<file path="src/rtl/dataflowPkg.sv">
package dataflowPkg;

  // control flag vector width
  // indices 38 and 39 are spare
  localparam int flagCount = 40;

  // DB bus sources
  localparam int dbFromExt    = 0;
  localparam int dbFromAcc    = 1;
  localparam int dbFromStatus = 2;
  localparam int dbFromPcl    = 3;
  localparam int dbFromPch    = 4;
  localparam int dbFromSb     = 5;

  // SB bus sources
  localparam int sbFromX   = 6;
  localparam int sbFromY   = 7;
  localparam int sbFromAcc = 8;
  localparam int sbFromSp  = 9;
  localparam int sbFromAlu = 10;
  localparam int sbFromDb  = 11;

  // low address bus sources
  localparam int adlFromPcl = 12;
  localparam int adlFromSp  = 13;
  localparam int adlFromAlu = 14;

  // high address bus sources
  localparam int adhFromPch = 15;
  localparam int adhFromDb  = 16;
  localparam int adhFromSb  = 17;

  // register load enables
  localparam int loadX   = 18;
  localparam int loadY   = 19;
  localparam int loadAcc = 20;
  localparam int loadSp  = 21;
  localparam int loadAbl = 22;
  localparam int loadAbh = 23;
  localparam int loadDor = 24;

  // alu operand loads with AI from SB and BI from DB
  localparam int loadAluA   = 25;
  localparam int loadAluB   = 26;
  // operation selects
  localparam int aluAdd     = 27;
  localparam int aluAnd     = 28;
  localparam int aluOr      = 29;
  localparam int aluXor     = 30;
  localparam int aluShr     = 31;
  localparam int aluCarryIn = 32;

  // program counter
  localparam int pcIncrement       = 33;
  localparam int loadPcFromAddress = 34;

  // status register updates
  localparam int statusLoadNz  = 35;
  localparam int statusLoadCv  = 36;
  localparam int statusLoadAll = 37;

  // status bit positions with the rest reading zero
  localparam int statusC = 0;
  localparam int statusZ = 1;
  localparam int statusV = 6;
  localparam int statusN = 7;

endpackage

</file>
<file path="src/rtl/alu.sv">
module alu
  import dataflowPkg::*;
(
  input  logic                 hwclk,
  input  logic                 rstN,
  input  logic [flagCount-1:0] flags,
  input  logic [7:0]           sbIn,
  input  logic [7:0]           dbIn,
  output logic [7:0]           result,
  output logic                 carryOut,
  output logic                 overflowOut
);

  // operand registers
  logic [7:0] aiReg;
  logic [7:0] biReg;

  // adder with carry out in bit 8
  logic [8:0] sum;
  logic       sumOverflow;

  always_comb begin
    sum = {1'b0, aiReg} + {1'b0, biReg} + {8'b0, flags[aluCarryIn]};
    // same operand signs but sign of sum flipped
    sumOverflow = ~(aiReg[7] ^ biReg[7]) & (aiReg[7] ^ sum[7]);
  end

  always_ff @(posedge hwclk) begin
    if (!rstN) begin
      aiReg       <= 8'h00;
      biReg       <= 8'h00;
      result      <= 8'h00;
      carryOut    <= 1'b0;
      overflowOut <= 1'b0;
    end else begin
      // AI taps the special bus and BI the data bus
      if (flags[loadAluA]) begin
        aiReg <= sbIn;
      end
      if (flags[loadAluB]) begin
        biReg <= dbIn;
      end
      // hold register only changes on an operation flag
      if (flags[aluAdd]) begin
        result      <= sum[7:0];
        carryOut    <= sum[8];
        overflowOut <= sumOverflow;
      end else if (flags[aluAnd]) begin
        result      <= aiReg & biReg;
        carryOut    <= 1'b0;
        overflowOut <= 1'b0;
      end else if (flags[aluOr]) begin
        result      <= aiReg | biReg;
        carryOut    <= 1'b0;
        overflowOut <= 1'b0;
      end else if (flags[aluXor]) begin
        result      <= aiReg ^ biReg;
        carryOut    <= 1'b0;
        overflowOut <= 1'b0;
      end else if (flags[aluShr]) begin
        // logical shift with bit 0 falling into carry
        result      <= {1'b0, aiReg[7:1]};
        carryOut    <= aiReg[0];
        overflowOut <= 1'b0;
      end
    end
  end

endmodule

</file>
<file path="src/rtl/internalBus.sv">
// precharged bus with wired-AND sources
module internalBus #(
  parameter int sourceCount = 2
) (
  input  logic [sourceCount-1:0][7:0] sources,
  input  logic [sourceCount-1:0]      enables,
  output logic [7:0]                  value
);

  // open-drain behaviour
  // idle bus floats high through the precharge
  // any driver can only pull bits low
  always_comb begin
    value = 8'hFF;
    for (int i = 0; i < sourceCount; i++) begin
      // disabled sources leave the bus alone
      if (enables[i]) begin
        value = value & sources[i];
      end
    end
  end

endmodule

</file>
<file path="src/rtl/internalDataflow.sv">
module internalDataflow
  import dataflowPkg::*;
(
  input  logic                 hwclk,
  input  logic                 rstN,
  input  logic [flagCount-1:0] flags,
  input  logic [7:0]           externalDbRead,
  output logic [7:0]           addressLow,
  output logic [7:0]           addressHigh,
  output logic [7:0]           dbWrite,
  output logic [7:0]           status
);

  // general registers
  logic [7:0] xReg;
  logic [7:0] yReg;
  logic [7:0] accReg;
  logic [7:0] spReg;
  // external interface registers
  logic [7:0] ablReg;
  logic [7:0] abhReg;
  logic [7:0] dorReg;

  // resolved bus values
  logic [7:0] dbValue;
  logic [7:0] sbValue;
  logic [7:0] adlValue;
  logic [7:0] adhValue;

  // SB drivers other than the DB pass
  logic [4:0][7:0] sbRegSources;
  logic [4:0]      sbRegEnables;
  logic [7:0]      sbDirect;

  // submodule outputs
  logic [7:0] aluResult;
  logic       aluCarry;
  logic       aluOverflow;
  logic [7:0] pcl;
  logic [7:0] pch;

  assign sbRegSources = {aluResult, spReg, accReg, yReg, xReg};
  assign sbRegEnables = {flags[sbFromAlu], flags[sbFromSp], flags[sbFromAcc],
                         flags[sbFromY], flags[sbFromX]};

  // SB as seen by the SB to DB pass
  // both passes are never on together
  // so the DB pass term can be left out here
  always_comb begin
    sbDirect = 8'hFF;
    for (int i = 0; i < 5; i++) begin
      if (sbRegEnables[i]) begin
        sbDirect = sbDirect & sbRegSources[i];
      end
    end
  end

  // data bus
  internalBus #(.sourceCount(6)) dbBus_i (
    .sources({sbDirect, pch, pcl, status, accReg, externalDbRead}),
    .enables({flags[dbFromSb], flags[dbFromPch], flags[dbFromPcl],
              flags[dbFromStatus], flags[dbFromAcc], flags[dbFromExt]}),
    .value  (dbValue)
  );

  // special bus whose top source is the pass from DB
  internalBus #(.sourceCount(6)) sbBus_i (
    .sources({dbValue, sbRegSources}),
    .enables({flags[sbFromDb], sbRegEnables}),
    .value  (sbValue)
  );

  // address low
  internalBus #(.sourceCount(3)) adlBus_i (
    .sources({aluResult, spReg, pcl}),
    .enables({flags[adlFromAlu], flags[adlFromSp], flags[adlFromPcl]}),
    .value  (adlValue)
  );

  // address high
  internalBus #(.sourceCount(3)) adhBus_i (
    .sources({sbValue, dbValue, pch}),
    .enables({flags[adhFromSb], flags[adhFromDb], flags[adhFromPch]}),
    .value  (adhValue)
  );

  alu alu_i (
    .hwclk      (hwclk),
    .rstN       (rstN),
    .flags      (flags),
    .sbIn       (sbValue),
    .dbIn       (dbValue),
    .result     (aluResult),
    .carryOut   (aluCarry),
    .overflowOut(aluOverflow)
  );

  programCounterLogic pc_i (
    .hwclk(hwclk),
    .rstN (rstN),
    .flags(flags),
    .adlIn(adlValue),
    .adhIn(adhValue),
    .pcl  (pcl),
    .pch  (pch)
  );

  processStatusRegister psr_i (
    .hwclk      (hwclk),
    .rstN       (rstN),
    .flags      (flags),
    .dbIn       (dbValue),
    .aluCarry   (aluCarry),
    .aluOverflow(aluOverflow),
    .status     (status)
  );

  // X, Y, ACC and SP all load from SB
  // ABL and ABH take the address buses and DOR takes DB
  always_ff @(posedge hwclk) begin
    if (!rstN) begin
      xReg   <= 8'h00;
      yReg   <= 8'h00;
      accReg <= 8'h00;
      spReg  <= 8'h00;
      ablReg <= 8'h00;
      abhReg <= 8'h00;
      dorReg <= 8'h00;
    end else begin
      if (flags[loadX]) begin
        xReg <= sbValue;
      end
      if (flags[loadY]) begin
        yReg <= sbValue;
      end
      if (flags[loadAcc]) begin
        accReg <= sbValue;
      end
      if (flags[loadSp]) begin
        spReg <= sbValue;
      end
      if (flags[loadAbl]) begin
        ablReg <= adlValue;
      end
      if (flags[loadAbh]) begin
        abhReg <= adhValue;
      end
      if (flags[loadDor]) begin
        dorReg <= dbValue;
      end
    end
  end

  // pins follow the registers directly
  assign addressLow  = ablReg;
  assign addressHigh = abhReg;
  assign dbWrite     = dorReg;

endmodule

</file>
<file path="src/rtl/processStatusRegister.sv">
module processStatusRegister
  import dataflowPkg::*;
(
  input  logic                 hwclk,
  input  logic                 rstN,
  input  logic [flagCount-1:0] flags,
  input  logic [7:0]           dbIn,
  input  logic                 aluCarry,
  input  logic                 aluOverflow,
  output logic [7:0]           status
);

  // only N, V, Z and C are ever written
  // unused bits stay at their reset value of zero
  logic [7:0] statusReg;

  always_ff @(posedge hwclk) begin
    if (!rstN) begin
      statusReg <= 8'h00;
    end else if (flags[statusLoadAll]) begin
      // full restore from the data bus
      statusReg[statusN] <= dbIn[statusN];
      statusReg[statusV] <= dbIn[statusV];
      statusReg[statusZ] <= dbIn[statusZ];
      statusReg[statusC] <= dbIn[statusC];
    end else begin
      // sign and zero of the byte on DB
      if (flags[statusLoadNz]) begin
        statusReg[statusN] <= dbIn[7];
        statusReg[statusZ] <= (dbIn == 8'h00);
      end
      // flags kept beside the alu hold register
      if (flags[statusLoadCv]) begin
        statusReg[statusC] <= aluCarry;
        statusReg[statusV] <= aluOverflow;
      end
    end
  end

  assign status = statusReg;

endmodule

</file>
<file path="src/rtl/programCounterLogic.sv">
module programCounterLogic
  import dataflowPkg::*;
(
  input  logic                 hwclk,
  input  logic                 rstN,
  input  logic [flagCount-1:0] flags,
  input  logic [7:0]           adlIn,
  input  logic [7:0]           adhIn,
  output logic [7:0]           pcl,
  output logic [7:0]           pch
);

  // low byte incrementer
  logic [7:0] pclNext;
  logic       pclCarry;
  // high byte only moves when the low byte wraps
  logic [7:0] pchNext;

  always_comb begin
    {pclCarry, pclNext} = {1'b0, pcl} + 9'd1;
    pchNext = pch + {7'b0, pclCarry};
  end

  always_ff @(posedge hwclk) begin
    if (!rstN) begin
      pcl <= 8'h00;
      pch <= 8'h00;
    end else if (flags[loadPcFromAddress]) begin
      // jump target straight off the address buses
      pcl <= adlIn;
      pch <= adhIn;
    end else if (flags[pcIncrement]) begin
      pcl <= pclNext;
      pch <= pchNext;
    end
  end

endmodule

</file>
<file path="src/rtl/top.sv">
module top
  import dataflowPkg::*;
(
  input  logic                 hwclk,
  input  logic                 rstN,
  input  logic [flagCount-1:0] flags,
  input  logic [7:0]           externalDbRead,
  output logic [7:0]           addressLow,
  output logic [7:0]           addressHigh,
  output logic [7:0]           dbWrite,
  output logic [7:0]           status
);

  // flags come straight from the pins each cycle
  // no decoder sits in front of the datapath
  internalDataflow dataflow_i (
    .hwclk         (hwclk),
    .rstN          (rstN),
    .flags         (flags),
    .externalDbRead(externalDbRead),
    .addressLow    (addressLow),
    .addressHigh   (addressHigh),
    .dbWrite       (dbWrite),
    .status        (status)
  );

endmodule

</file>
<file path="config.mk">
export PLATFORM = sky130hd
export DESIGN_NAME = top
export DESIGN_NICKNAME = d
export VERILOG_FILES = /design/src/rtl/dataflowPkg.sv /design/src/rtl/alu.sv /design/src/rtl/internalBus.sv /design/src/rtl/internalDataflow.sv /design/src/rtl/processStatusRegister.sv /design/src/rtl/programCounterLogic.sv /design/src/rtl/top.sv
export SDC_FILE = /design/constraint.sdc
export NUM_CORES = 1
export LEC_CHECK = 0
export BUFFER_PORTS_ARGS = -buffer_cell sky130_fd_sc_hd__buf_2
export CAP_MARGIN = 25
export CORE_MARGIN = 2
export CORE_UTILIZATION = 60
export CTS_BUF_LIST = sky130_fd_sc_hd__clkbuf_4
export CTS_CLUSTER_SIZE = 12
export DETAILED_ROUTE_END_ITERATION = 10
export GPL_ROUTABILITY_DRIVEN = 0
export GPL_TIMING_DRIVEN = 1
export MAX_ROUTING_LAYER = met4
export PLACE_DENSITY = 0.83
export RECOVER_POWER = 50
export SYNTH_ARGS = -nofsm -noshare
export SYNTH_HDL_FRONTEND = slang
export SYNTH_SLANG_ARGS = --single-unit
</file>
<file path="constraint.sdc">
create_clock -name hwclk -period 2.75 [get_ports hwclk]
set_clock_uncertainty 0.15 [all_clocks]
set_input_delay 0.55 -clock hwclk [delete_from_list [all_inputs] [get_ports hwclk]]
set_output_delay 0.55 -clock hwclk [all_outputs]
set_load 0.02 [all_outputs]
</file>
# Word-level counts from Yosys, hierarchy flattened

Cells that the tools add are included.

Bits in registers: 102
Input bits: 50
Output and inout bits: 32
Word-level logic and storage cells: 89

$add $sub $neg: 4
Multiplexer cells: 43
Bitwise logic cells: 21
Reduce and logical (&&, ||, !) cells: 5

Operator list:

| cell                                                           | count |
|---|---|
| 8-bit two-way mux                                              | 27 |
| 8-bit AND                                                      | 15 |
| 1-bit two-way mux                                              | 14 |
| 8-bit by 1-bit adder with 9-bit output (second input constant) | 1 |
| 8-bit by 8-bit adder with 9-bit output                         | 1 |
| 9-bit by 1-bit adder with 9-bit output                         | 1 |
| 8-bit by 1-bit adder with 8-bit output                         | 1 |
| 8-bit logical NOT                                              | 1 |
| 8-bit bitwise OR                                               | 1 |
| 8-bit bitwise XOR                                              | 1 |
| 2-bit nonzero test                                             | 3 |
| 5-bit nonzero test                                             | 1 |
| 2-bit two-way mux                                              | 2 |
| 1-bit bitwise XOR                                              | 2 |
| 1-bit AND                                                      | 1 |
| 1-bit inverter                                                 | 1 |

# Depth between registers and ports, before layout

Depth in word-level cells: 16
Mapped depth: 10
Gate-level depth less buffers: 10

# Modules after synthesis

From an unflattened synthesis, not the netlist that was laid out.

Cell total of the unflattened synthesis: 707
Area, all modules: 6214.7 sq um

By module, submodules not included:

| module                                | times used | cells each | area each (sq um) | sequential area each (sq um) |
|---|---|---|---|---|
| internalDataflow                      | 1          | 217        | 2377.3            | 1121.1 |
| alu                                   | 1          | 211        | 1806.7            | 520.5 |
| programCounterLogic                   | 1          | 106        | 889.6             | 320.3 |
| internalBus (dataflow_i.dbBus_i ...)  | 2          | 38         | 252.7             | 0.0 |
| internalBus (dataflow_i.adhBus_i ...) | 2          | 34         | 192.7             | 0.0 |
| processStatusRegister                 | 1          | 29         | 250.2             | 80.1 |

# Worst setup path before layout

OpenSTA, ideal clock, no wires.

Path kind: input port to flip-flop
Start: in flags[32]
End: reg dataflow_i.alu_i.result[6]
Setup time: 0.070 ns
Data arrival time: 2.167 ns
Slack: 0.363 ns
Stages on the path: 10
Path buffers: 0
Cells stage by stage: inv_1 > fa_1 > inv_1 > fa_1 > a21o_1 > a21o_1 > a21oi_1 > nor3b_1 > o31ai_1 > a21oi_1

Longest elaborated chain between the ends: 2

RTL lines:

| item                                   | line      | source |
|---|---|---|
| start, declared                        | top.sv:6  | `input logic [flagCount-1:0] flags,` |
| 9-bit by 1-bit adder with 9-bit output | alu.sv:23 | `sum = {1'b0, aiReg} + {1'b0, biReg} + {8'b0, flags[aluCarryIn]};` |
| 8-bit two-way mux                      | alu.sv:44 | `if (flags[aluAdd]) begin` |
| end signal, assigned                   | alu.sv:45 | `result <= sum[7:0];` |
| end signal, assigned                   | alu.sv:49 | `result <= aiReg & biReg;` |
| end signal, assigned                   | alu.sv:53 | `result <= aiReg \| biReg;` |
| end, declared                          | alu.sv:9  | `output logic [7:0] result,` |

No other way between the ends.
A chain may end at the register's enable or synchronous reset.

# Final worst setup path

Start: reg dataflow_i.alu_i.aiReg[0]
End: reg dataflow_i.alu_i.carryOut

Longest elaborated chain between the ends: 5
Elaborated cells on any way between the ends: 7
Classes of those cells: add/sub (2); mux (5)

RTL lines:

| item                                                                                           | line      | source |
|---|---|---|
| start, declared                                                                                | alu.sv:15 | `logic [7:0] aiReg;` |
| start signal, assigned                                                                         | alu.sv:38 | `aiReg <= sbIn;` |
| parallel branches: the longest is 4 deep, another holds 8-bit by 8-bit adder with 9-bit output | -         |  |
| 1-bit two-way mux *                                                                            | alu.sv:44 |  |
| end signal, assigned                                                                           | alu.sv:46 | `carryOut <= sum[8];` |
| end signal, assigned                                                                           | alu.sv:63 | `carryOut <= aiReg[0];` |
| end, declared                                                                                  | alu.sv:10 | `output logic carryOut,` |

Every way passes the cells marked *. The select of a mux whose other input is x is not followed.

==> results.toml <==
[grt]
antenna_found_initial = 0
grt_pass1_wl_mm = 25.1
grt_usage_pct = 32.2
grt_pass1_vias = 4845
grt_max_degree = 40
grt_overflow = 0

[cts]
cts_sinks = 102
post-cts-setup-buffers = 0
hold_buffers = 0
htree_levels = 3
cts_resized = 0
worstSkewPairLatency_ps = 450
clock_path_buffers = 2
numCtsBuffers = 9
path_clk_slew_ps = 150
cts_tree = "done"
cts_root_buffer = "clkbuf_4"

[power]
total_power_uw = 2700
powerDensity_mw_per_mm2 = 427
leakagePower_uw = 0.00248
peakVddDrop_uv = 291

[sta]
setup_viol = 0
rsz0062_at_grt = "false"
fin_crit_ps = 2520
relSlewSlack_pct = 57.6
drv_slew = 0
period_share_pct = 91.8
hold_violations = 0
max_freq_ghz = 0.396
final.setup.tns_ps = 0
max_slew.worst_pin.slew_ps = 637

[synth]
syn_area_per_cell_um2 = 8.67
syn_inst = 665
synth_seq_area_share_pct = 35.4
syn-cell-area_mm2 = 0.00576
synth_edf_count = 0
synth_cell_types = 54
yosysTopAreaCell = "dfxtp_1"
synthArstFlopShare_pct = 0
ys_top_cells_by_area = "dfxtp_1 35%, mux2i_1 10%, nor2b_1 8.7%, ha_1 4.1%, inv_1 3.8%"
synth_top_flop_cell = "dfxtp_1"
synth_top_area_share_pct = 35.4
ys_seq_elements = 102
yosysWarningCount = 0

[placement]
dpl.hpwl_mm = 12.2
port_buffers = 75

[drt]
drc = 0
first_iter_violations = 421
via_per_inst = 6.15
routed-via-count = 5309
dr.pass1.iters = 6
wl_per_cell_um = 18.5
wirelength_mm = 16.0
ant_nets = 0

[worst_setup_path]
critPathKind = "flip-flop to flip-flop"
rr_worst_depth = 10
critPathLaunchType = "flip-flop"
end_kind = "flip-flop"
cpPeakStageDelay_ps = 450
cp.required_ps = 2940
critPathArrivalTime_ps = 2710
crit_cells = 10
path_delay_family = "compound AO/OA/AOI/OAI gates"
cp_slowest_cell = "fa_1"
cp_cell_sequence = "inv_1 > fa_1 > inv_1 > fa_1 > a21o_1 > a21o_1 > a21oi_1 > o21ai_0 > a21oi_1 > o22ai_1"
crit_buf_inv = 2
worstPathMaxFanout = 4

[die]
dieArea_mm2 = 0.0104
initial_core_util_pct = 62.1
placementRows = 35
die_width_um = 102
die_h_um = 102
pin_count = 82
core_mm2 = 0.00928

[cells_and_area]
fin_nets = 801
antenna_cells = 0
area_growth_pct = 9.68
drive_gt1_share_pct = 11.7
fillers = 812

[job]
max-cap-violations = 0

[hold_path]
hold_path.class = "primary input to flip-flop"
min_path_cells = 4

[run_status]
status = "complete, no violations"
## flip-flops by register name (all words and copies together), names as in the netlist, 4 cells and up
signal	count
dataflow_i.accReg	8
dataflow_i.addressHigh	8
dataflow_i.addressLow	8
dataflow_i.alu_i.aiReg	8
dataflow_i.alu_i.biReg	8
dataflow_i.alu_i.result	8
dataflow_i.dbWrite	8
dataflow_i.pc_i.pch	8
dataflow_i.pc_i.pcl	8
dataflow_i.psr_i.status	4
dataflow_i.spReg	8
dataflow_i.xReg	8
dataflow_i.yReg	8
## cell families (layout without fill, tap and decap cells)
group / after synthesis / after routing / share of synthesized area (%)
and+or+nand+nor: 198 / 198 / 19.4
muxes: 61 / 61 / 10.6
DFF: 102 / 102 / 35.4
adders and majority gates: 21 / 21 / 4.82
xor gates and xnor gates: 16 / 16 / 2.43
buffers and inverters: 102 / 168 / 7.25
other: 1 / 4 / 0.0651
AOI/OAI and AO/OA: 164 / 164 / 20.0
## layout make-up
class / instances / area, um^2 / area share (%)
multi-input combinational: 464 / 3300 / 52.3
sequential: 102 / 2040 / 32.3
timing repair buffer: 91 / 450 / 7.12
inverter: 62 / 233 / 3.68
tap: 129 / 161 / 2.55
clock buffer: 9 / 67.6 / 1.07
clock inverter: 6 / 63.8 / 1.01
## power by group
part	internal, uW	total (uW)	switching (uW)
Combinational	150	388	237
Clock	272	769	497
Sequential	1510	1540	32.0
Total	1930	2700	767
## worst paths after layout
path / from / to / slack [ps]
max reg2reg: dataflow_i.alu_i.aiReg[0]$_SDFFE_PN0P_ / dataflow_i.alu_i.carryOut$_SDFFE_PN0P_ / 230
min: flags[35] / dataflow_i.psr_i.status[7]$_SDFFE_PN0P_ / 250
max: dataflow_i.alu_i.aiReg[0]$_SDFFE_PN0P_ / dataflow_i.alu_i.carryOut$_SDFFE_PN0P_ / 230
min reg2reg: dataflow_i.addressHigh[1]$_SDFFE_PN0P_ / dataflow_i.addressHigh[1]$_SDFFE_PN0P_ / 340
## cells in the final DEF, fill, tap and decap left out, types with 6 or more instances in the layout
cell type | synthesis | layout
dfxtp_1 | 102 | 102
nor2b_1 | 80 | 80
mux2i_1 | 60 | 60
inv_1 | 58 | 58
buf_2 | 4 | 47
clkbuf_1 | 21 | 34
a21oi_1 | 28 | 31
nand2_1 | 30 | 30
o22ai_1 | 27 | 27
o21ai_0 | 21 | 21
ha_1 | 19 | 19
a211oi_1 | 18 | 18
nand3_1 | 17 | 17
nor2_1 | 17 | 17
nand2b_1 | 14 | 14
xnor2_1 | 12 | 12
a222oi_1 | 10 | 10
nor3_1 | 9 | 9
clkbuf_4 | 0 | 9
buf_4 | 6 | 9
nand3b_1 | 8 | 8
or3_1 | 7 | 7
a211o_1 | 7 | 7
o211a_1 | 6 | 6
o31ai_1 | 6 | 6
o21a_1 | 6 | 6
## worst min-delay path: cells and delay by family
kind            cells  cell delay (ps)
buf+inv             1              110
compound gates      1               50
simple gates        2              110
## per-stage QoR
stage | setup slack (ps) | instance area, um^2 | util [%] | instances | hold WS, ps
finish | 226 | 6320 | 68.1 | 863 | 253
global route | 100 | 6320 | 68.1 | 863 | 267
CTS | 278 | 6390 | 68.8 | 863 | 238
detailed placement | 66.9 | 6260 | 67.4 | 848 | 323
global placement | 126 | 6260 | 67.4 | 848 | 313
floorplan | 363 | 5780 | - | 668 | 294
## cell usage after synthesis, drive strengths merged, types with 2 or more instances
cell	count
o31a	2
and3	4
a21o	3
dfxtp	102
nor2b	80
inv	62
xor2	4
nand3	17
mux2i	60
xnor2	12
nor2	18
buf	19
o221ai	4
a211o	7
nor3	9
o211ai	2
o21ai	25
nor3b	2
o21a	6
o32ai	4
a21boi	2
nand2b	14
a31o	2
a21oi	36
o211a	6
o22ai	27
or3	7
fa	2
nand4	5
o31ai	6
nand2	31
a222oi	10
clkbuf	21
nand3b	8
ha	19
a211oi	18
## layer usage
layer	routed length [um]	GRT usage, %	up-vias
li1	-	-	2465
met1	6420	41.8	2477
met2	7510	51.2	311
met3	1520	4.72	56
met4	549	11.7	0
met5	0	-	-
Power figures use the tool's default switching activity.
